===== config.mk =====
export PLATFORM = sky130hd
export DESIGN_NAME = debug_top
export DESIGN_NICKNAME = d
export VERILOG_FILES = /design/src/common/debug_pkg.sv /design/src/debug_top.sv /design/src/dump/tx_out.sv /design/src/dump/dump_seq.sv /design/src/run_ctrl.sv /design/src/cmd_rx.sv
export SDC_FILE = /design/constraint.sdc
export NUM_CORES = 1
export LEC_CHECK = 0
export BUFFER_PORTS_ARGS = -buffer_cell sky130_fd_sc_hd__buf_2
export CAP_MARGIN = 25
export CORE_UTILIZATION = 45
export CTS_CLUSTER_SIZE = 24
export DETAILED_ROUTE_END_ITERATION = 16
export PLACE_DENSITY_LB_ADDON = 0.25
export SETUP_SLACK_MARGIN = 0.3
export SLEW_MARGIN = 20
export SYNTH_ARGS = -nofsm -noshare
export SYNTH_HDL_FRONTEND = slang
export SYNTH_SLANG_ARGS = --single-unit

===== constraint.sdc =====
create_clock -name clk -period 5.5 [get_ports clk]
set_input_delay 1.1 -clock clk [delete_from_list [all_inputs] [get_ports clk]]
set_output_delay 1.1 -clock clk [all_outputs]
set_load 0.01 [all_outputs]

===== src/common/debug_pkg.sv =====
`default_nettype none

package debug_pkg;

	////////////////////////////////////////
	// Widths and dump sizes
	////////////////////////////////////////
	localparam int BYTE_W         = 8;
	localparam int WORD_W         = 32;
	localparam int BYTES_PER_WORD = 4;
	localparam int DUMP_BYTES     = 16; // Snapshot length
	localparam int MEM_WORDS      = 4;
	localparam int ADDR_W         = 12;
	localparam int MEM_LATENCY    = 4;  // Strobe to valid data

	localparam logic [ADDR_W-1:0] MEM_BASE = 12'd80;

	////////////////////////////////////////
	// Command and reply characters
	////////////////////////////////////////
	localparam logic [BYTE_W-1:0] CMD_STEP = 8'h70; // p
	localparam logic [BYTE_W-1:0] CMD_CONT = 8'h63; // c
	localparam logic [BYTE_W-1:0] CH_ERR   = 8'h45; // E
	localparam logic [BYTE_W-1:0] CH_FIN   = 8'h46; // F
	localparam logic [BYTE_W-1:0] CH_NL    = 8'h0a;

	// Decoded command
	typedef enum logic [1:0] {DO_STEP, DO_CONT, DO_BAD} cmd_e;

	// Byte source while dumping
	typedef enum logic [1:0] {SRC_SNAP, SRC_MEM, SRC_TRL} src_e;

endpackage

`default_nettype wire

===== src/debug_top.sv =====
`default_nettype none

module debug_top
(
	input wire clk,
	input wire rst_i,

	// Receive FIFO
	input wire [debug_pkg::BYTE_W-1:0] r_data_i,
	input wire rx_empty_i,
	output logic rd_o,

	// Transmit FIFO
	output logic [debug_pkg::BYTE_W-1:0] w_data_o,
	output logic wr_o,
	input wire tx_full_i,

	// Processor
	output logic cpu_reset_o,
	output logic cpu_enable_o,
	input wire cpu_halt_i,
	input wire [debug_pkg::DUMP_BYTES*debug_pkg::BYTE_W-1:0] snapshot_i,

	// Data memory read port
	output logic mem_rd_o,
	output logic [debug_pkg::ADDR_W-1:0] mem_addr_o,
	input wire [debug_pkg::WORD_W-1:0] mem_data_i
);

	logic cmd_valid;
	debug_pkg::cmd_e cmd;
	logic cmd_take;
	logic dump_start;
	logic err_start;
	logic dump_done;
	logic byte_valid;
	logic [debug_pkg::BYTE_W-1:0] byte_data;
	logic byte_sent;

	cmd_rx u_cmd_rx
	(
		.clk(clk),
		.rst_i(rst_i),
		.r_data_i(r_data_i),
		.rx_empty_i(rx_empty_i),
		.cmd_take_i(cmd_take),
		.rd_o(rd_o),
		.cmd_valid_o(cmd_valid),
		.cmd_o(cmd)
	);

	run_ctrl u_run_ctrl
	(
		.clk(clk),
		.rst_i(rst_i),
		.cmd_valid_i(cmd_valid),
		.cmd_i(cmd),
		.cpu_halt_i(cpu_halt_i),
		.dump_done_i(dump_done),
		.cmd_take_o(cmd_take),
		.cpu_reset_o(cpu_reset_o),
		.cpu_enable_o(cpu_enable_o),
		.dump_start_o(dump_start),
		.err_start_o(err_start)
	);

	dump_seq u_dump_seq
	(
		.clk(clk),
		.rst_i(rst_i),
		.dump_start_i(dump_start),
		.err_start_i(err_start),
		.snapshot_i(snapshot_i),
		.mem_data_i(mem_data_i),
		.byte_sent_i(byte_sent),
		.mem_rd_o(mem_rd_o),
		.mem_addr_o(mem_addr_o),
		.byte_valid_o(byte_valid),
		.byte_data_o(byte_data),
		.dump_done_o(dump_done)
	);

	tx_out u_tx_out
	(
		.clk(clk),
		.rst_i(rst_i),
		.byte_valid_i(byte_valid),
		.byte_data_i(byte_data),
		.tx_full_i(tx_full_i),
		.w_data_o(w_data_o),
		.wr_o(wr_o),
		.byte_sent_o(byte_sent)
	);

endmodule

`default_nettype wire


===== src/dump/tx_out.sv =====
`default_nettype none

module tx_out
(
	input wire clk,
	input wire rst_i,
	input wire byte_valid_i,
	input wire [debug_pkg::BYTE_W-1:0] byte_data_i,
	input wire tx_full_i,
	output logic [debug_pkg::BYTE_W-1:0] w_data_o,
	output logic wr_o,
	output logic byte_sent_o
);

	typedef enum logic [1:0] {TX_IDLE, TX_PEND, TX_WRITE} state_t;

	state_t state_q;

	always_ff @(posedge clk)
	begin
		if (rst_i)
		begin
			state_q <= TX_IDLE;
			wr_o <= 1'b0;
			byte_sent_o <= 1'b0;
		end
		else
		begin
			byte_sent_o <= 1'b0;
			case (state_q)
				TX_IDLE:
				begin
					if (byte_valid_i)
						state_q <= TX_PEND;
				end
				TX_PEND:
				begin
					if (!tx_full_i) // FIFO ready for the next byte
					begin
						wr_o <= 1'b1;
						state_q <= TX_WRITE;
					end
				end
				default:
				begin
					// Full flag doubles as the write acknowledge
					if (tx_full_i)
					begin
						wr_o <= 1'b0;
						byte_sent_o <= 1'b1;
						state_q <= TX_IDLE;
					end
				end
			endcase
		end
	end

	// Data held from accept until the acknowledge
	always_ff @(posedge clk)
	begin
		if (state_q == TX_IDLE && byte_valid_i)
			w_data_o <= byte_data_i;
	end

endmodule

`default_nettype wire


===== src/dump/dump_seq.sv =====
`default_nettype none

module dump_seq
(
	input wire clk,
	input wire rst_i,
	input wire dump_start_i,
	input wire err_start_i,
	input wire [debug_pkg::DUMP_BYTES*debug_pkg::BYTE_W-1:0] snapshot_i,
	input wire [debug_pkg::WORD_W-1:0] mem_data_i,
	input wire byte_sent_i,
	output logic mem_rd_o,
	output logic [debug_pkg::ADDR_W-1:0] mem_addr_o,
	output logic byte_valid_o,
	output logic [debug_pkg::BYTE_W-1:0] byte_data_o,
	output logic dump_done_o
);

	typedef enum logic [2:0] {DS_IDLE, DS_SEND, DS_WAIT, DS_MEM_RD, DS_MEM_WAIT} state_t;

	state_t state_q;
	debug_pkg::src_e src_q;
	logic [debug_pkg::DUMP_BYTES*debug_pkg::BYTE_W-1:0] snap_q;
	logic [$clog2(debug_pkg::DUMP_BYTES)-1:0] idx_q;
	logic [$clog2(debug_pkg::MEM_WORDS)-1:0] word_q;
	logic [$clog2(debug_pkg::MEM_LATENCY)-1:0] wait_q;
	logic err_q;
	logic [$clog2(debug_pkg::BYTES_PER_WORD)-1:0] lane;
	logic [debug_pkg::BYTE_W-1:0] cur_byte;

	assign mem_rd_o = (state_q == DS_MEM_RD);
	assign mem_addr_o = debug_pkg::MEM_BASE + word_q;
	assign lane = idx_q[$clog2(debug_pkg::BYTES_PER_WORD)-1:0];

	////////////////////////////////////////
	// Byte select
	////////////////////////////////////////
	always_comb
	begin
		case (src_q)
			debug_pkg::SRC_SNAP:
				cur_byte = snap_q[idx_q*debug_pkg::BYTE_W +: debug_pkg::BYTE_W];
			debug_pkg::SRC_MEM:
				cur_byte = mem_data_i[lane*debug_pkg::BYTE_W +: debug_pkg::BYTE_W];
			default:
			begin
				if (idx_q == '0)
					cur_byte = err_q ? debug_pkg::CH_ERR : debug_pkg::CH_FIN;
				else
					cur_byte = debug_pkg::CH_NL;
			end
		endcase
	end

	always_ff @(posedge clk)
	begin
		if (rst_i)
		begin
			state_q <= DS_IDLE;
			word_q <= '0;
			byte_valid_o <= 1'b0;
			dump_done_o <= 1'b0;
		end
		else
		begin
			byte_valid_o <= 1'b0;
			dump_done_o <= 1'b0;
			case (state_q)
				DS_IDLE:
				begin
					idx_q <= '0;
					word_q <= '0;
					if (dump_start_i)
					begin
						snap_q <= snapshot_i; // Freeze processor state
						src_q <= debug_pkg::SRC_SNAP;
						err_q <= 1'b0;
						state_q <= DS_SEND;
					end
					else if (err_start_i)
					begin
						src_q <= debug_pkg::SRC_TRL;
						err_q <= 1'b1;
						state_q <= DS_SEND;
					end
				end
				DS_SEND:
				begin
					byte_valid_o <= 1'b1;
					byte_data_o <= cur_byte;
					state_q <= DS_WAIT;
				end
				DS_WAIT:
				begin
					if (byte_sent_i)
					begin
						idx_q <= idx_q + 1'b1;
						state_q <= DS_SEND;
						case (src_q)
							debug_pkg::SRC_SNAP:
							begin
								if (idx_q == debug_pkg::DUMP_BYTES - 1)
								begin
									src_q <= debug_pkg::SRC_MEM;
									state_q <= DS_MEM_RD;
								end
							end
							debug_pkg::SRC_MEM:
							begin
								if (idx_q == debug_pkg::BYTES_PER_WORD - 1)
								begin
									idx_q <= '0;
									if (word_q == debug_pkg::MEM_WORDS - 1)
										src_q <= debug_pkg::SRC_TRL;
									else
									begin
										word_q <= word_q + 1'b1;
										state_q <= DS_MEM_RD;
									end
								end
							end
							default:
							begin
								if (idx_q != '0)
								begin
									dump_done_o <= 1'b1; // Newline acknowledged
									state_q <= DS_IDLE;
								end
							end
						endcase
					end
				end
				DS_MEM_RD:
				begin
					idx_q <= '0;
					wait_q <= '0;
					state_q <= DS_MEM_WAIT;
				end
				default:
				begin
					wait_q <= wait_q + 1'b1;
					if (wait_q == debug_pkg::MEM_LATENCY - 1)
						state_q <= DS_SEND;
				end
			endcase
		end
	end

endmodule

`default_nettype wire


===== src/run_ctrl.sv =====
`default_nettype none

module run_ctrl
(
	input wire clk,
	input wire rst_i,
	input wire cmd_valid_i,
	input var debug_pkg::cmd_e cmd_i,
	input wire cpu_halt_i,
	input wire dump_done_i,
	output logic cmd_take_o,
	output logic cpu_reset_o,
	output logic cpu_enable_o,
	output logic dump_start_o,
	output logic err_start_o
);

	typedef enum logic [2:0] {RC_BOOT, RC_IDLE, RC_STEP, RC_CONT, RC_BUSY} state_t;

	state_t state_q;

	assign cmd_take_o = (state_q == RC_IDLE) && cmd_valid_i;

	always_ff @(posedge clk)
	begin
		if (rst_i)
		begin
			state_q <= RC_BOOT;
			cpu_reset_o <= 1'b0;
			cpu_enable_o <= 1'b0;
			dump_start_o <= 1'b0;
			err_start_o <= 1'b0;
		end
		else
		begin
			cpu_reset_o <= (state_q == RC_BOOT); // Single pulse out of reset
			dump_start_o <= 1'b0;
			err_start_o <= 1'b0;
			case (state_q)
				RC_BOOT:
					state_q <= RC_IDLE;
				RC_IDLE:
				begin
					if (cmd_valid_i)
					begin
						case (cmd_i)
							debug_pkg::DO_STEP:
							begin
								cpu_enable_o <= 1'b1;
								state_q <= RC_STEP;
							end
							debug_pkg::DO_CONT:
							begin
								cpu_enable_o <= 1'b1;
								state_q <= RC_CONT;
							end
							default:
							begin
								err_start_o <= 1'b1;
								state_q <= RC_BUSY;
							end
						endcase
					end
				end
				RC_STEP:
				begin
					cpu_enable_o <= 1'b0;
					dump_start_o <= 1'b1;
					state_q <= RC_BUSY;
				end
				RC_CONT:
				begin
					// Run until write-back reports halt
					if (cpu_halt_i)
					begin
						cpu_enable_o <= 1'b0;
						dump_start_o <= 1'b1;
						state_q <= RC_BUSY;
					end
				end
				default:
				begin
					if (dump_done_i)
						state_q <= RC_IDLE;
				end
			endcase
		end
	end

endmodule

`default_nettype wire


===== src/cmd_rx.sv =====
`default_nettype none

module cmd_rx
(
	input wire clk,
	input wire rst_i,
	input wire [debug_pkg::BYTE_W-1:0] r_data_i,
	input wire rx_empty_i,
	input wire cmd_take_i,
	output logic rd_o,
	output logic cmd_valid_o,
	output debug_pkg::cmd_e cmd_o
);

	logic sample;

	// FIFO has delivered the byte once empty rises again
	assign sample = rd_o && rx_empty_i;

	always_ff @(posedge clk)
	begin
		if (rst_i)
		begin
			rd_o <= 1'b0;
			cmd_valid_o <= 1'b0;
		end
		else if (rd_o)
		begin
			if (rx_empty_i)
			begin
				rd_o <= 1'b0;
				cmd_valid_o <= 1'b1;
			end
		end
		else if (cmd_valid_o)
		begin
			if (cmd_take_i)
				cmd_valid_o <= 1'b0; // Slot free again
		end
		else if (!rx_empty_i)
		begin
			rd_o <= 1'b1;
		end
	end

	////////////////////////////////////////
	// Command decode
	////////////////////////////////////////
	always_ff @(posedge clk)
	begin
		if (sample)
		begin
			case (r_data_i)
				debug_pkg::CMD_STEP:
					cmd_o <= debug_pkg::DO_STEP;
				debug_pkg::CMD_CONT:
					cmd_o <= debug_pkg::DO_CONT;
				default:
					cmd_o <= debug_pkg::DO_BAD;
			endcase
		end
	end

endmodule

`default_nettype wire


======== Yosys cells after proc, flatten, opt, wreduce, memory -nomap -nowiden ========
Cells that the tools add are included.
storage, ports and cells
  bits in registers ....................... 175
  output and inout port bits .............. 25
  word-level logic and storage cells ...... 163
cells by class
  reduce and logical (&&, ||, !) cells .... 36
  shifts and indexed selects .............. 2
  bitwise operators ....................... 7
  muxes and demuxes ....................... 62
  equality and inequality tests ........... 30
  add/subtract/negate cells ............... 4
operators by type and width
  operator                                                                number
  128-bit by 8-bit indexed part select with 8-bit output                  1
  2-bit two-way mux                                                       16
  32-bit by 6-bit indexed part select with 8-bit output                   1
  3-bit two-way mux                                                       8
  2-bit one-hot mux with 2 select lines                                   6
  3-bit one-hot mux with 4 select lines                                   2
  3-bit AND reduction                                                     7
  1-bit two-way mux                                                       19
  8-bit by 7-bit equality test with 1-bit output (second input constant)  2
  2-bit != test (second input constant)                                   8
  8-bit one-hot mux with 2 select lines                                   1
  3-bit by 2-bit equality test with 1-bit output (second input constant)  4
  4-bit two-way mux                                                       3
  3-bit one-hot mux with 2 select lines                                   2
  5-bit nonzero test                                                      2
  3-bit by 2-bit != test with 1-bit output (second input constant)        3
  3-bit OR reduction                                                      3
  7-bit by 2-bit adder with 8-bit output (first input constant)           1
  8-bit two-way mux                                                       1
  4-bit one-hot mux with 2 select lines                                   1
  8-bit AND reduction                                                     1
  2-bit nonzero test                                                      4
  1-bit inverter                                                          7
  2-bit by 1-bit equality test with 1-bit output (second input constant)  3
  other kinds (21)                                                        35

======== Longest topological paths before layout ========
Gate-level depths: netlist (run 1).
  word-level depth ........................ 6
  gate-level depth with buffers ........... 8
  mapped depth without buffers ............ 5

======== Hierarchy ========
Synthesis (run 1) repeated with hierarchy kept, for this count alone.
second synthesis, totals
  cell total of the unflattened synthesis .. 421
  area total of the unflattened synthesis .. 7268.2 µm²
by module, submodules not included
  module    instances  area each (µm²)  cells an instance
  dump_seq  1          6403.6           350
  tx_out    1          384.1            24
  run_ctrl  1          296.5            30
  cmd_rx    1          183.9            17

======== Worst setup path before layout (run 1) ========
No wires, ideal clock.
  path kind ............................... input to register
  start point ............................. input rst_i
  end point ............................... register u_dump_seq.snap_q[0] in the netlist's numbering (enable)
  slack ................................... 0.730 ns
  data required time ...................... 4.997 ns
  arrival ................................. 4.267 ns
  stages on the path ...................... 2
  buffers on the path ..................... 0
  path through ............................ nor2_1 -> and3_1
on the way
  word-level cells in the longest chain between the ends .. 2
ends and longest elaborated chain
  element                               line            text
  from (decl)                           debug_top.sv:6  input wire rst_i,
  1-bit inverter (no source line)       -
  3-bit AND reduction (no source line)  -
  to (signal assigned)                  dump_seq.sv:75  snap_q <= snapshot_i;
  to (decl)                             dump_seq.sv:23  logic [debug_pkg::DUMP_BYTES*debug_pkg::BYTE_W-1:0] snap_q;
No other way between the ends.
A chain may end at the register's enable or synchronous reset.

======== Worst setup path after layout (run 1) ========
  start point ............................. input rst_i
  end point ............................... register u_dump_seq.snap_q[34] in the netlist's numbering (enable)
The elaborated chain is that of the path after synthesis.

==> results of run 1 <==
## path summary, 6_finish.rpt
path	end	slack (ns)	cells past startpoint	from
hold reg to reg	u_tx_out.w_data_o[4]	0.42	0	u_dump_seq.byte_data_o[4]
hold / removal	u_tx_out.w_data_o[4]	0.42	0	u_dump_seq.byte_data_o[4]
setup / recovery	u_dump_seq.snap_q[34]	2.67	4	rst_i
setup reg to reg	u_dump_seq.snap_q[34]	2.89	3	u_dump_seq.state_q[2]
## final cells by class
type | instances | area, um2 | share of cell area [%]
clock buffer | 20 | 436.7 | 4.889
multi-input combinational | 216 | 2008 | 22.48
clock inverter | 11 | 141.4 | 1.583
tap | 216 | 270.3 | 3.026
timing repair buffer | 192 | 973.4 | 10.90
antenna | 1 | 2.502 | 0.02802
inverter | 12 | 45.04 | 0.5043
sequential | 175 | 5055 | 56.59
## kinds of logic after synthesis
logic type	count (synthesis)	synth area share (%)
DFF	175	69.25
and+or+nand+nor	81	5.622
muxes	60	14.83
AOI/OAI and AO/OA	58	5.434
buffers and inverters	45	3.720
adders and majority gates	4	0.6857
xor gates and xnor gates	3	0.3600
other	2	0.1029
## where the power goes
part | internal, mW | switching (mW) | total, mW | leakage (nW)
clock network | 0.709 | 0.475 | 1.18 | 0.264
logic | 0.138 | 0.131 | 0.269 | 1.51
registers | 1.48 | 0.0240 | 1.50 | 1.56
## through the flow
stage / utilization (%) / hold WS (ns) / cells / power [mW] / area [um2]
final: 56.23 / 0.4174 / 843 / 2.956 / 8932
after detailed placement: 52.58 / 0.4063 / 811 / 1.805 / 8352
after global placement: 52.58 / 0.4107 / 811 / 1.796 / 8352
after floorplan: - / 0.4003 / 436 / 1.706 / 7330
after CTS: 56.21 / 0.4204 / 842 / 2.980 / 8930
after global routing: 56.21 / 0.4219 / 842 / 3.052 / 8930
## cells in the final DEF (no fill, tap or decap), types with 2 or more instances in the layout
cell type,instances
sky130_fd_sc_hd__inv_1,10
sky130_fd_sc_hd__clkinvlp_4,4
sky130_fd_sc_hd__o32ai_1,2
sky130_fd_sc_hd__a22oi_1,4
sky130_fd_sc_hd__ha_1,4
sky130_fd_sc_hd__o311ai_0,2
sky130_fd_sc_hd__clkinv_1,2
sky130_fd_sc_hd__nor4_1,3
sky130_fd_sc_hd__mux4_2,28
sky130_fd_sc_hd__bufinv_16,3
sky130_fd_sc_hd__a211oi_1,5
sky130_fd_sc_hd__a31oi_1,2
sky130_fd_sc_hd__buf_4,5
sky130_fd_sc_hd__clkbuf_16,17
sky130_fd_sc_hd__nand2b_1,4
sky130_fd_sc_hd__o21ai_1,3
sky130_fd_sc_hd__a21oi_1,16
sky130_fd_sc_hd__nor2b_1,7
sky130_fd_sc_hd__or3_1,2
sky130_fd_sc_hd__edfxtp_1,155
sky130_fd_sc_hd__xor2_1,2
sky130_fd_sc_hd__and2_1,4
sky130_fd_sc_hd__nand2_1,17
sky130_fd_sc_hd__o211ai_1,2
sky130_fd_sc_hd__clkbuf_1,3
sky130_fd_sc_hd__inv_2,2
sky130_fd_sc_hd__buf_2,187
sky130_fd_sc_hd__nand3_1,7
sky130_fd_sc_hd__o21bai_1,3
sky130_fd_sc_hd__nor3_1,8
sky130_fd_sc_hd__mux2i_1,23
sky130_fd_sc_hd__conb_1,10
sky130_fd_sc_hd__nor2_1,19
sky130_fd_sc_hd__mux4_1,8
sky130_fd_sc_hd__o21ai_0,8
sky130_fd_sc_hd__dfxtp_1,20
## flip-flops by register name, indices dropped and copies added, names as in the netlist, 3 cells and up
signal and cells:
u_tx_out.w_data_o 8, u_run_ctrl.state_q 3, u_dump_seq.state_q 3, u_dump_seq.idx_q 4, u_dump_seq.snap_q 128, u_dump_seq.byte_data_o 8
## synthesized netlist by cell type (7+ instances only)
cell,count,area share (%)
sky130_fd_sc_hd__mux4_2,28,8.6
sky130_fd_sc_hd__o21ai_0,8,0.55
sky130_fd_sc_hd__dfxtp_1,20,5.5
sky130_fd_sc_hd__nor3_1,8,0.55
sky130_fd_sc_hd__nor2_1,19,0.98
sky130_fd_sc_hd__mux2i_1,23,3.2
sky130_fd_sc_hd__a21oi_1,16,1.1
sky130_fd_sc_hd__nand3_1,7,0.48
sky130_fd_sc_hd__buf_4,12,1.2
sky130_fd_sc_hd__nor2b_1,7,0.60
sky130_fd_sc_hd__edfxtp_1,155,64
sky130_fd_sc_hd__clkbuf_1,8,0.41
sky130_fd_sc_hd__mux4_1,8,2.9
sky130_fd_sc_hd__inv_1,10,0.51
sky130_fd_sc_hd__nand2_1,17,0.87
## layer usage
metal	vias to the layer above	track usage, %	wire length (um)
li1	2047	-	-
met1	2063	22.50	6172
met2	166	33.43	7867
met3	12	6.813	1052
met4	0	4.844	174
met5	-	0	0
## worst max-delay path, stage by stage
cell	delay (ns)
sky130_fd_sc_hd__buf_2	0.23
sky130_fd_sc_hd__nor2_1	0.24
sky130_fd_sc_hd__and3_4	0.77
sky130_fd_sc_hd__buf_4	0.51
==> results_tabular.tex, run 1 <==
\begin{tabular}{lr}
\hline
Metric & Value \\
\hline
\multicolumn{2}{l}{\textbf{Run status}} \\
\quad Run status & finished clean \\
\multicolumn{2}{l}{\textbf{Logic synthesis}} \\
\quad Synthesized instance count & 428 \\
\quad Most used DFF post-synth & sky130\_fd\_sc\_hd\_\_edfxtp\_1 \\
\quad Seq cells post-synth & 175 \\
\quad Area of the mapped netlist & 7300 um2 \\
\quad Post-synthesis sequential area ratio & 69.25\% \\
\quad FFs w/ async S/R, synth & 0\% \\
\quad Yosys warns & 0 \\
\quad Number of distinct library cells after synthesis & 59 \\
\quad EDFF count, synth & 155 \\
\quad Avg Inst Size Synth & 17.05 um2 \\
\multicolumn{2}{l}{\textbf{Floorplan}} \\
\quad I/O pin count & 198 \\
\quad Die Area & 16730 um2 \\
\quad Number of placement rows & 46 \\
\quad Starting density of the core & 45.95\% \\
\quad Die X-Extent & 129.4 um \\
\quad Total core area & 15890 um2 \\
\quad Overall die height & 129.4 um \\
\multicolumn{2}{l}{\textbf{GRT}} \\
\quad Global-route wire length before repair & 22740 um \\
\quad Gr usage total & 19.15\% \\
\quad Largest net degree at the start of global routing & 62 \\
\quad Global route overflow & 0 \\
\quad Number of global-route vias before repair & 4348 \\
\quad Number of antenna violations at the first check in global routing & 1 \\
\multicolumn{2}{l}{\textbf{Power and ir drop}} \\
\quad Power per standard cell area & 330.9 nW/um2 \\
\quad Maximum ir drop on the vdd rail & 0.0002095 V \\
\quad Static leakage & 3.334 nW \\
\multicolumn{2}{l}{\textbf{Timing}} \\
\quad Final-layout setup total negative slack & 0 ns \\
\quad Slew at the pin closest to its max-slew limit & 0.9576 ns \\
\quad Clock period minus final worst setup slack & 2.833 ns \\
\quad Final-report hold violation count & 0 \\
\quad Max-Slew Margin vs Limit & 36.03\% \\
\quad Fraction of the cycle the final worst path needs & 51.52\% \\
\quad Timing-limited maximum frequency & 0.3529 GHz \\
\quad Number of max-slew violations in the final report & 0 \\
\quad Unrepaired setup endpoints after global routing & false \\
\quad Number of endpoints failing setup at the final stage & 0 \\
\quad Worst-case clock skew & 0.009661 ns \\
\quad Final setup slack of the worst path & 2.667 ns \\
\multicolumn{2}{l}{\textbf{Worst setup path}} \\
\quad Arrival time at the worst endpoint & 2.90 ns \\
\quad Crit start category & primary input \\
\quad Kind of capture point of the worst setup path & flop \\
\quad Data required time at the worst endpoint & 5.57 ns \\
\quad Worst Path Max Fanout & 61 \\
\quad Worst setup path category & primary input to flop \\
\multicolumn{2}{l}{\textbf{Detailed routing}} \\
\quad Mean number of vias per cell & 5.087 \\
\quad Mean routed wirelength per cell & 18.11 um \\
\quad Drt first-iter violations & 249 \\
\quad Antenna Violating Nets Remaining & 0 \\
\quad Drc violations & 0 \\
\quad Routed Wire Length & 15270 um \\
\quad Via count & 4288 \\
\quad Total iterations of the first detailed-routing run & 4 \\
\multicolumn{2}{l}{\textbf{Place}} \\
\quad Port bufs & 187 \\
\quad Post-placement setup slack & 2.239 ns \\
\quad Final HPWL from detailed placement & 11030 um \\
\quad Global placement routability congestion & 0.7952 \\
\multicolumn{2}{l}{\textbf{Flow run}} \\
\quad Number of max-capacitance violations reported & 0 \\
\multicolumn{2}{l}{\textbf{Final layout}} \\
\quad Post-layout net count & 791 \\
\quad Synth-to-layout area growth & 22.37\% \\
\quad Share of post-route cells with drive strength above 1 & 41.05\% \\
\quad Number of fill cells in the layout & 1287 \\
\multicolumn{2}{l}{\textbf{Clock network}} \\
\quad Clock latency at the later pin of the worst-skew pair & 0.42 ns \\
\quad Master cell of the clock root buffer & sky130\_fd\_sc\_hd\_\_clkbuf\_16 \\
\quad Hold buffers post-CTS & 0 \\
\quad Clock Sink Count & 175 \\
\quad Max Buffers Root-to-Sink & 2 \\
\quad Post-CTS resize count & 0 \\
\quad TritonCTS clock tree & built \\
\quad CTS H-Tree Depth & 4 \\
\quad Clock-pin slew reported for the worst setup and hold paths after clock tree synthesis & 0.06 ns \\
\quad Post-CTS setup buffers & 0 \\
\quad Number of clock buffers inserted by TritonCTS & 17 \\
\multicolumn{2}{l}{\textbf{Hold path}} \\
\quad Min-Delay Path Class & flop to flop \\
\hline
\end{tabular}
No activity file was read; power rests on OpenSTA's default activity.
==> run 2: changes to the inputs <==
clock period = 2.4 ns   (was 5.5 ns; I/O delays follow)
==> run 2 against run 1 <==
- sequential share of layout area down 0.46 points
- combinational power up 150%
- die area unchanged
- global-route usage up 0.96 points
- power up 120%
- sequential power up 130%
- routed wire length up 5.7%
- sequential cell count unchanged
- register-to-register slack worse by 2.5 ns
- final area up 0.84%
- largest cell class unchanged
- largest power group unchanged
==> results_tabular.tex, run 2 (same netlist as run 1, synthesis figures left out) <==
\begin{tabular}{lr}
\hline
Metric & Value \\
\hline
\multicolumn{2}{l}{\textbf{Timing}} \\
\quad Slew at the pin closest to its max-slew limit & 0.6296 ns \\
\quad Timing-limited maximum frequency & 0.5065 GHz \\
\quad Max-Slew Margin vs Limit & 57.70\% \\
\quad Unrepaired setup endpoints after global routing & false \\
\quad Number of endpoints failing setup at the final stage & 0 \\
\quad Fraction of the cycle the final worst path needs & 82.27\% \\
\quad Number of max-slew violations in the final report & 0 \\
\quad Final-layout setup total negative slack & 0 ns \\
\quad Final-report hold violation count & 0 \\
\quad Clock period minus final worst setup slack & 1.974 ns \\
\quad Worst-case clock skew & 0.005364 ns \\
\multicolumn{2}{l}{\textbf{Floorplan}} \\
\quad Total core area & 15890 um2 \\
\quad Number of placement rows & 46 \\
\quad I/O pin count & 198 \\
\quad Die X-Extent & 129.4 um \\
\quad Starting density of the core & 45.95\% \\
\quad Die Area & 16730 um2 \\
\quad Overall die height & 129.4 um \\
\multicolumn{2}{l}{\textbf{Detailed routing}} \\
\quad Drc violations & 0 \\
\quad Via count & 4441 \\
\quad Mean routed wirelength per cell & 18.96 um \\
\quad Drt first-iter violations & 289 \\
\quad Mean number of vias per cell & 5.219 \\
\quad Total iterations of the first detailed-routing run & 7 \\
\quad Routed Wire Length & 16130 um \\
\quad Antenna Violating Nets Remaining & 0 \\
\multicolumn{2}{l}{\textbf{GRT}} \\
\quad Global route overflow & 0 \\
\quad Number of global-route vias before repair & 4613 \\
\quad Gr usage total & 20.11\% \\
\quad Largest net degree at the start of global routing & 57 \\
\quad Global-route wire length before repair & 24070 um \\
\quad Number of antenna violations at the first check in global routing & 2 \\
\multicolumn{2}{l}{\textbf{Clock network}} \\
\quad Clock latency at the later pin of the worst-skew pair & 0.42 ns \\
\quad Master cell of the clock root buffer & sky130\_fd\_sc\_hd\_\_clkbuf\_16 \\
\quad Max Buffers Root-to-Sink & 2 \\
\quad Hold buffers post-CTS & 0 \\
\quad Clock Sink Count & 175 \\
\quad TritonCTS clock tree & built \\
\quad Number of clock buffers inserted by TritonCTS & 17 \\
\quad CTS H-Tree Depth & 4 \\
\quad Clock-pin slew reported for the worst setup and hold paths after clock tree synthesis & 0.06 ns \\
\multicolumn{2}{l}{\textbf{Power and ir drop}} \\
\quad Maximum ir drop on the vdd rail & 0.0005164 V \\
\quad Power per standard cell area & 728.1 nW/um2 \\
\quad Static leakage & 3.386 nW \\
\quad Total power after layout & 6.559 mW \\
\multicolumn{2}{l}{\textbf{Hold path}} \\
\quad Min-Delay Path Class & primary input to flop \\
\multicolumn{2}{l}{\textbf{Worst setup path}} \\
\quad Kind of capture point of the worst setup path & flop \\
\quad Worst Path Max Fanout & 9 \\
\quad Arrival time at the worst endpoint & 2.13 ns \\
\quad Worst setup path category & flop to flop \\
\quad Data required time at the worst endpoint & 2.56 ns \\
\quad Crit start category & flop \\
\multicolumn{2}{l}{\textbf{Final layout}} \\
\quad Share of post-route cells with drive strength above 1 & 42.34\% \\
\quad Largest registers & u\_dump\_seq.snap\_q (128), u\_dump\_seq.byte\_data\_o (8), u\_tx\_out.w\_data\_o (8) \\
\quad Number of flip-flops under the largest register name & 128 \\
\quad Synth-to-layout area growth & 23.40\% \\
\quad Leading cell types in the layout, fill and taps excluded & sky130\_fd\_sc\_hd\_\_buf\_2 (187), sky130\_fd\_sc\_hd\_\_edfxtp\_1 (155), sky130\_fd\_sc\_hd\_\_mux4\_2 (28), sky130\_fd\_sc\_hd\_\_mux2i\_1 (23), sky130\_fd\_sc\_hd\_\_dfxtp\_1 (19) \\
\quad Register ranked first by flip-flop count & u\_dump\_seq.snap\_q \\
\quad Most common cell after layout, fill and taps aside & sky130\_fd\_sc\_hd\_\_buf\_2 \\
\quad Post-layout net count & 800 \\
\quad Utilization of the core after routing & 56.70\% \\
\multicolumn{2}{l}{\textbf{Run status}} \\
\quad Run status & finished clean \\
\multicolumn{2}{l}{\textbf{Place}} \\
\quad Final HPWL from detailed placement & 11930 um \\
\quad Global placement routability congestion & 0.8447 \\
\quad Port bufs & 187 \\
\multicolumn{2}{l}{\textbf{Flow run}} \\
\quad Number of max-capacitance violations reported & 0 \\
\hline
\end{tabular}
==> run 2: changes by cell type in the layout (fill, tap and decap cells not counted), sizes merged <==
cell	before	now
diode	1	2
buf	192	200
clkinvlp	5	1
clkinv	2	6
bufinv	3	1
clkbuf	20	22
inv	13	12
==> run 2: what timing repair did <==
action	CTS	global route
endpoints found under the hold margin	0	0
gates resized for setup	0	2
setup endpoints to repair	0	4
buffers inserted	0	1
==> run 2: path summary, 6_finish.rpt <==
check / to / cells past startpoint / from / slack, ns
max: u_dump_seq.byte_data_o[4] / 4 / u_dump_seq.idx_q[0] / 0.43
min: u_dump_seq.snap_q[116] / 1 / snapshot_i[116] / 0.23
max reg2reg: u_dump_seq.byte_data_o[4] / 4 / u_dump_seq.idx_q[0] / 0.43
min reg2reg: u_tx_out.w_data_o[3] / 0 / u_dump_seq.byte_data_o[3] / 0.43
==> run 2: area by class of cell <==
cell class	count	area [um2]
clock buffer	21	440.4
multi-input combinational	216	2024
tap	216	270.3
timing repair buffer	201	1096
fill	1296	6878
antenna	2	5.005
sequential	175	5056
clock inverter	8	70.07
inverter	12	45.04
==> run 2: where the power goes <==
group / total, mW / leakage (nW) / internal (mW) / switching (mW)
registers: 3.44 / 1.56 / 3.39 / 0.0485
logic: 0.664 / 1.57 / 0.345 / 0.319
clock network: 2.46 / 0.250 / 1.40 / 1.06
==> run 2: per-layer routing <==
layer | part of all wire [%] | GRT usage [%]
met5 | 0 | 0
met2 | 50 | 32.57
met4 | 1.8 | 9.412
met1 | 42 | 25.87
met3 | 6.6 | 4.624
==> run 2: stage by stage <==
stage | instance area (um2) | hold slack, ns | std cells | worst slack, ns
after detailed placement | 8452 | 0.4126 | 818 | 0.4020
after floorplan | 7346 | 0.4003 | 436 | 0.3083
after CTS | 8962 | 0.2149 | 847 | 0.3072
final | 9007 | 0.2321 | 851 | 0.4256
after global placement | 8452 | 0.4157 | 818 | 0.4496
after global routing | 9007 | 0.2131 | 851 | 0.3170
==> run 2: worst max-delay path, stage by stage (launching register included) <==
cell and delay [ns]:
sky130_fd_sc_hd__edfxtp_1 0.43, sky130_fd_sc_hd__buf_4 0.24, sky130_fd_sc_hd__mux4_2 0.51, sky130_fd_sc_hd__mux2i_1 0.42, sky130_fd_sc_hd__o21bai_1 0.11
==> run 3: changes to the inputs <==
clock period = 1.7 ns   (was 2.4 ns; I/O delays follow)
==> run 3 against run 2 <==
- the flow now finishes with violations (setup timing)
- final area up 15%
- combinational power up 97%
- worst setup slack worse by 0.64 ns
- highest routed layer unchanged
- hold slack worse by 0.15 ns
- critical path type unchanged
==> results_tabular.tex, run 3 (same netlist as run 1, synthesis figures left out) <==
\begin{tabular}{lr}
\hline
Metric & Value \\
\hline
\multicolumn{2}{l}{\textbf{Timing}} \\
\quad Fraction of the cycle the final worst path needs & 112.8\% \\
\quad Post-route worst hold slack & 0.07773 ns \\
\quad Number of endpoints failing setup at the final stage & 12 \\
\quad Unrepaired setup endpoints after global routing & true \\
\quad Max-Slew Margin vs Limit & 56.85\% \\
\quad Slew at the pin closest to its max-slew limit & 0.6391 ns \\
\quad Final setup slack of the worst path & -0.2179 ns \\
\quad Worst-case clock skew & 0.009929 ns \\
\quad Final-report hold violation count & 0 \\
\quad Timing-limited maximum frequency & 0.5214 GHz \\
\quad Clock period minus final worst setup slack & 1.918 ns \\
\quad Final-layout setup total negative slack & -1.746 ns \\
\quad Number of max-slew violations in the final report & 0 \\
\multicolumn{2}{l}{\textbf{GRT}} \\
\quad Number of antenna violations at the first check in global routing & 0 \\
\quad Global route overflow & 0 \\
\quad Global-route wire length before repair & 26470 um \\
\quad Largest net degree at the start of global routing & 39 \\
\quad Gr usage total & 22.14\% \\
\quad Number of global-route vias before repair & 4975 \\
\multicolumn{2}{l}{\textbf{Worst setup path}} \\
\quad Arrival time at the worst endpoint & 2.11 ns \\
\quad Kind of capture point of the worst setup path & flop \\
\quad Worst Path Max Fanout & 8 \\
\quad Register-to-register setup slack & -0.22 ns \\
\quad Crit start category & flop \\
\quad Data required time at the worst endpoint & 1.89 ns \\
\quad Worst setup path category & flop to flop \\
\multicolumn{2}{l}{\textbf{Run status}} \\
\quad Run status & finished, violations left \\
\quad Violated checks & setup timing \\
\multicolumn{2}{l}{\textbf{Place}} \\
\quad Instance area at placement & 8741 um2 \\
\quad Port bufs & 187 \\
\quad Final HPWL from detailed placement & 12080 um \\
\quad Global placement routability congestion & 0.8238 \\
\quad Post-placement setup slack & -0.2759 ns \\
\quad Placed Instances & 843 \\
\multicolumn{2}{l}{\textbf{Detailed routing}} \\
\quad Mean routed wirelength per cell & 19.29 um \\
\quad Via count & 4879 \\
\quad Antenna Violating Nets Remaining & 0 \\
\quad Routed Wire Length & 17860 um \\
\quad Total iterations of the first detailed-routing run & 4 \\
\quad Drt first-iter violations & 303 \\
\quad Mean number of vias per cell & 5.269 \\
\quad Drc violations & 0 \\
\multicolumn{2}{l}{\textbf{Final layout}} \\
\quad Number of standard cells in the layout, taps in and fillers out & 926 \\
\quad Cell area after layout & 10350 um2 \\
\quad Number of fill cells in the layout & 1136 \\
\quad Number of flip-flops under the largest register name & 128 \\
\quad Register ranked first by flip-flop count & u\_dump\_seq.snap\_q \\
\quad Post-layout net count & 874 \\
\quad Leading cell types in the layout, fill and taps excluded & sky130\_fd\_sc\_hd\_\_buf\_2 (186), sky130\_fd\_sc\_hd\_\_edfxtp\_1 (155), sky130\_fd\_sc\_hd\_\_buf\_4 (37), sky130\_fd\_sc\_hd\_\_mux4\_2 (33), sky130\_fd\_sc\_hd\_\_buf\_6 (24) \\
\quad Utilization of the core after routing & 65.17\% \\
\quad Most common cell after layout, fill and taps aside & sky130\_fd\_sc\_hd\_\_buf\_2 \\
\quad Share of post-route cells with drive strength above 1 & 56.06\% \\
\quad Synth-to-layout area growth & 41.82\% \\
\quad Antenna diode count & 0 \\
\quad Largest registers & u\_dump\_seq.snap\_q (128), u\_dump\_seq.byte\_data\_o (8), u\_tx\_out.w\_data\_o (8) \\
\multicolumn{2}{l}{\textbf{Flow run}} \\
\quad Number of max-capacitance violations reported & 0 \\
\multicolumn{2}{l}{\textbf{Power and ir drop}} \\
\quad Power per standard cell area & 965.8 nW/um2 \\
\quad Total power after layout & 9.999 mW \\
\quad Maximum ir drop on the vdd rail & 0.0008293 V \\
\quad Static leakage & 3.950 nW \\
\multicolumn{2}{l}{\textbf{Hold path}} \\
\quad Min-Delay Path Class & primary input to flop \\
\multicolumn{2}{l}{\textbf{Floorplan}} \\
\quad I/O pin count & 198 \\
\quad Die Area & 16730 um2 \\
\quad Total core area & 15890 um2 \\
\quad Overall die height & 129.4 um \\
\quad Number of placement rows & 46 \\
\quad Starting density of the core & 45.95\% \\
\quad Die X-Extent & 129.4 um \\
\multicolumn{2}{l}{\textbf{Clock network}} \\
\quad Clock latency at the later pin of the worst-skew pair & 0.43 ns \\
\quad Master cell of the clock root buffer & sky130\_fd\_sc\_hd\_\_clkbuf\_16 \\
\quad Number of clock buffers inserted by TritonCTS & 17 \\
\quad Clock Sink Count & 175 \\
\quad Clock-pin slew reported for the worst setup and hold paths after clock tree synthesis & 0.07 ns \\
\quad CTS H-Tree Depth & 4 \\
\quad TritonCTS clock tree & built \\
\quad Max Buffers Root-to-Sink & 2 \\
\hline
\end{tabular}
## run 3: changes by cell type in the layout (fill, tap and decap cells not counted), moves of 6 or more
cell,delta
sky130_fd_sc_hd__buf_16,+10
sky130_fd_sc_hd__buf_12,+10
sky130_fd_sc_hd__buf_6,+24
sky130_fd_sc_hd__buf_4,+27
sky130_fd_sc_hd__dfxtp_1,-8
sky130_fd_sc_hd__inv_8,+6
## run 3: final cells by class
| type | count | area [um2] | share of cell area, % |
|---|---|---|---|
| multi-input cells | 216 | 2250 | 21.73 |
| well taps | 216 | 270.3 | 2.611 |
| flip-flops and latches | 175 | 5079 | 49.06 |
| clock buffers | 17 | 425.4 | 4.109 |
| repair buffers | 275 | 2110 | 20.38 |
| inverters | 12 | 50.05 | 0.4834 |
| clock inverters | 15 | 168.9 | 1.632 |
## run 3: path summary, 6_finish.rpt
kind,endpoint,startpoint,cells past startpoint
setup reg to reg,u_dump_seq.byte_data_o[1],u_dump_seq.idx_q[0],6
setup / recovery,u_dump_seq.byte_data_o[1],u_dump_seq.idx_q[0],6
hold reg to reg,u_tx_out.w_data_o[6],u_dump_seq.byte_data_o[6],0
hold / removal,u_dump_seq.snap_q[56],snapshot_i[56],1
## run 3: power by group
group / internal, mW / total, mW / switching (mW)
combinational: 0.736 / 1.31 / 0.569
clock: 2.10 / 3.85 / 1.76
sequential: 4.78 / 4.84 / 0.0638
## run 3: routing by layer
metal / share of wire [%] / track usage [%] / routed length [um] / up-vias
li1: - / - / - / 2231
met1: 40 / 26.89 / 7205 / 2430
met2: 51 / 37.03 / 9163 / 184
met3: 5.4 / 5.615 / 971 / 34
met4: 2.9 / 10.80 / 519 / 0
met5: 0 / 0 / 0 / -
## run 3: what timing repair did
action,in CTS,in global routing
pin swaps,6,25
setup endpoints to repair,145,142
resized for setup,46,49
buffers inserted,26,14
gates cloned,9,2
hold buffers,0,0
## run 3: critical path, cell delays in order (launching register included)
cell,delay (ns)
sky130_fd_sc_hd__edfxtp_1,0.45
sky130_fd_sc_hd__buf_12,0.17
sky130_fd_sc_hd__buf_4,0.12
sky130_fd_sc_hd__mux4_2,0.47
sky130_fd_sc_hd__mux2i_1,0.15
sky130_fd_sc_hd__o22ai_1,0.09
sky130_fd_sc_hd__or2_1,0.22
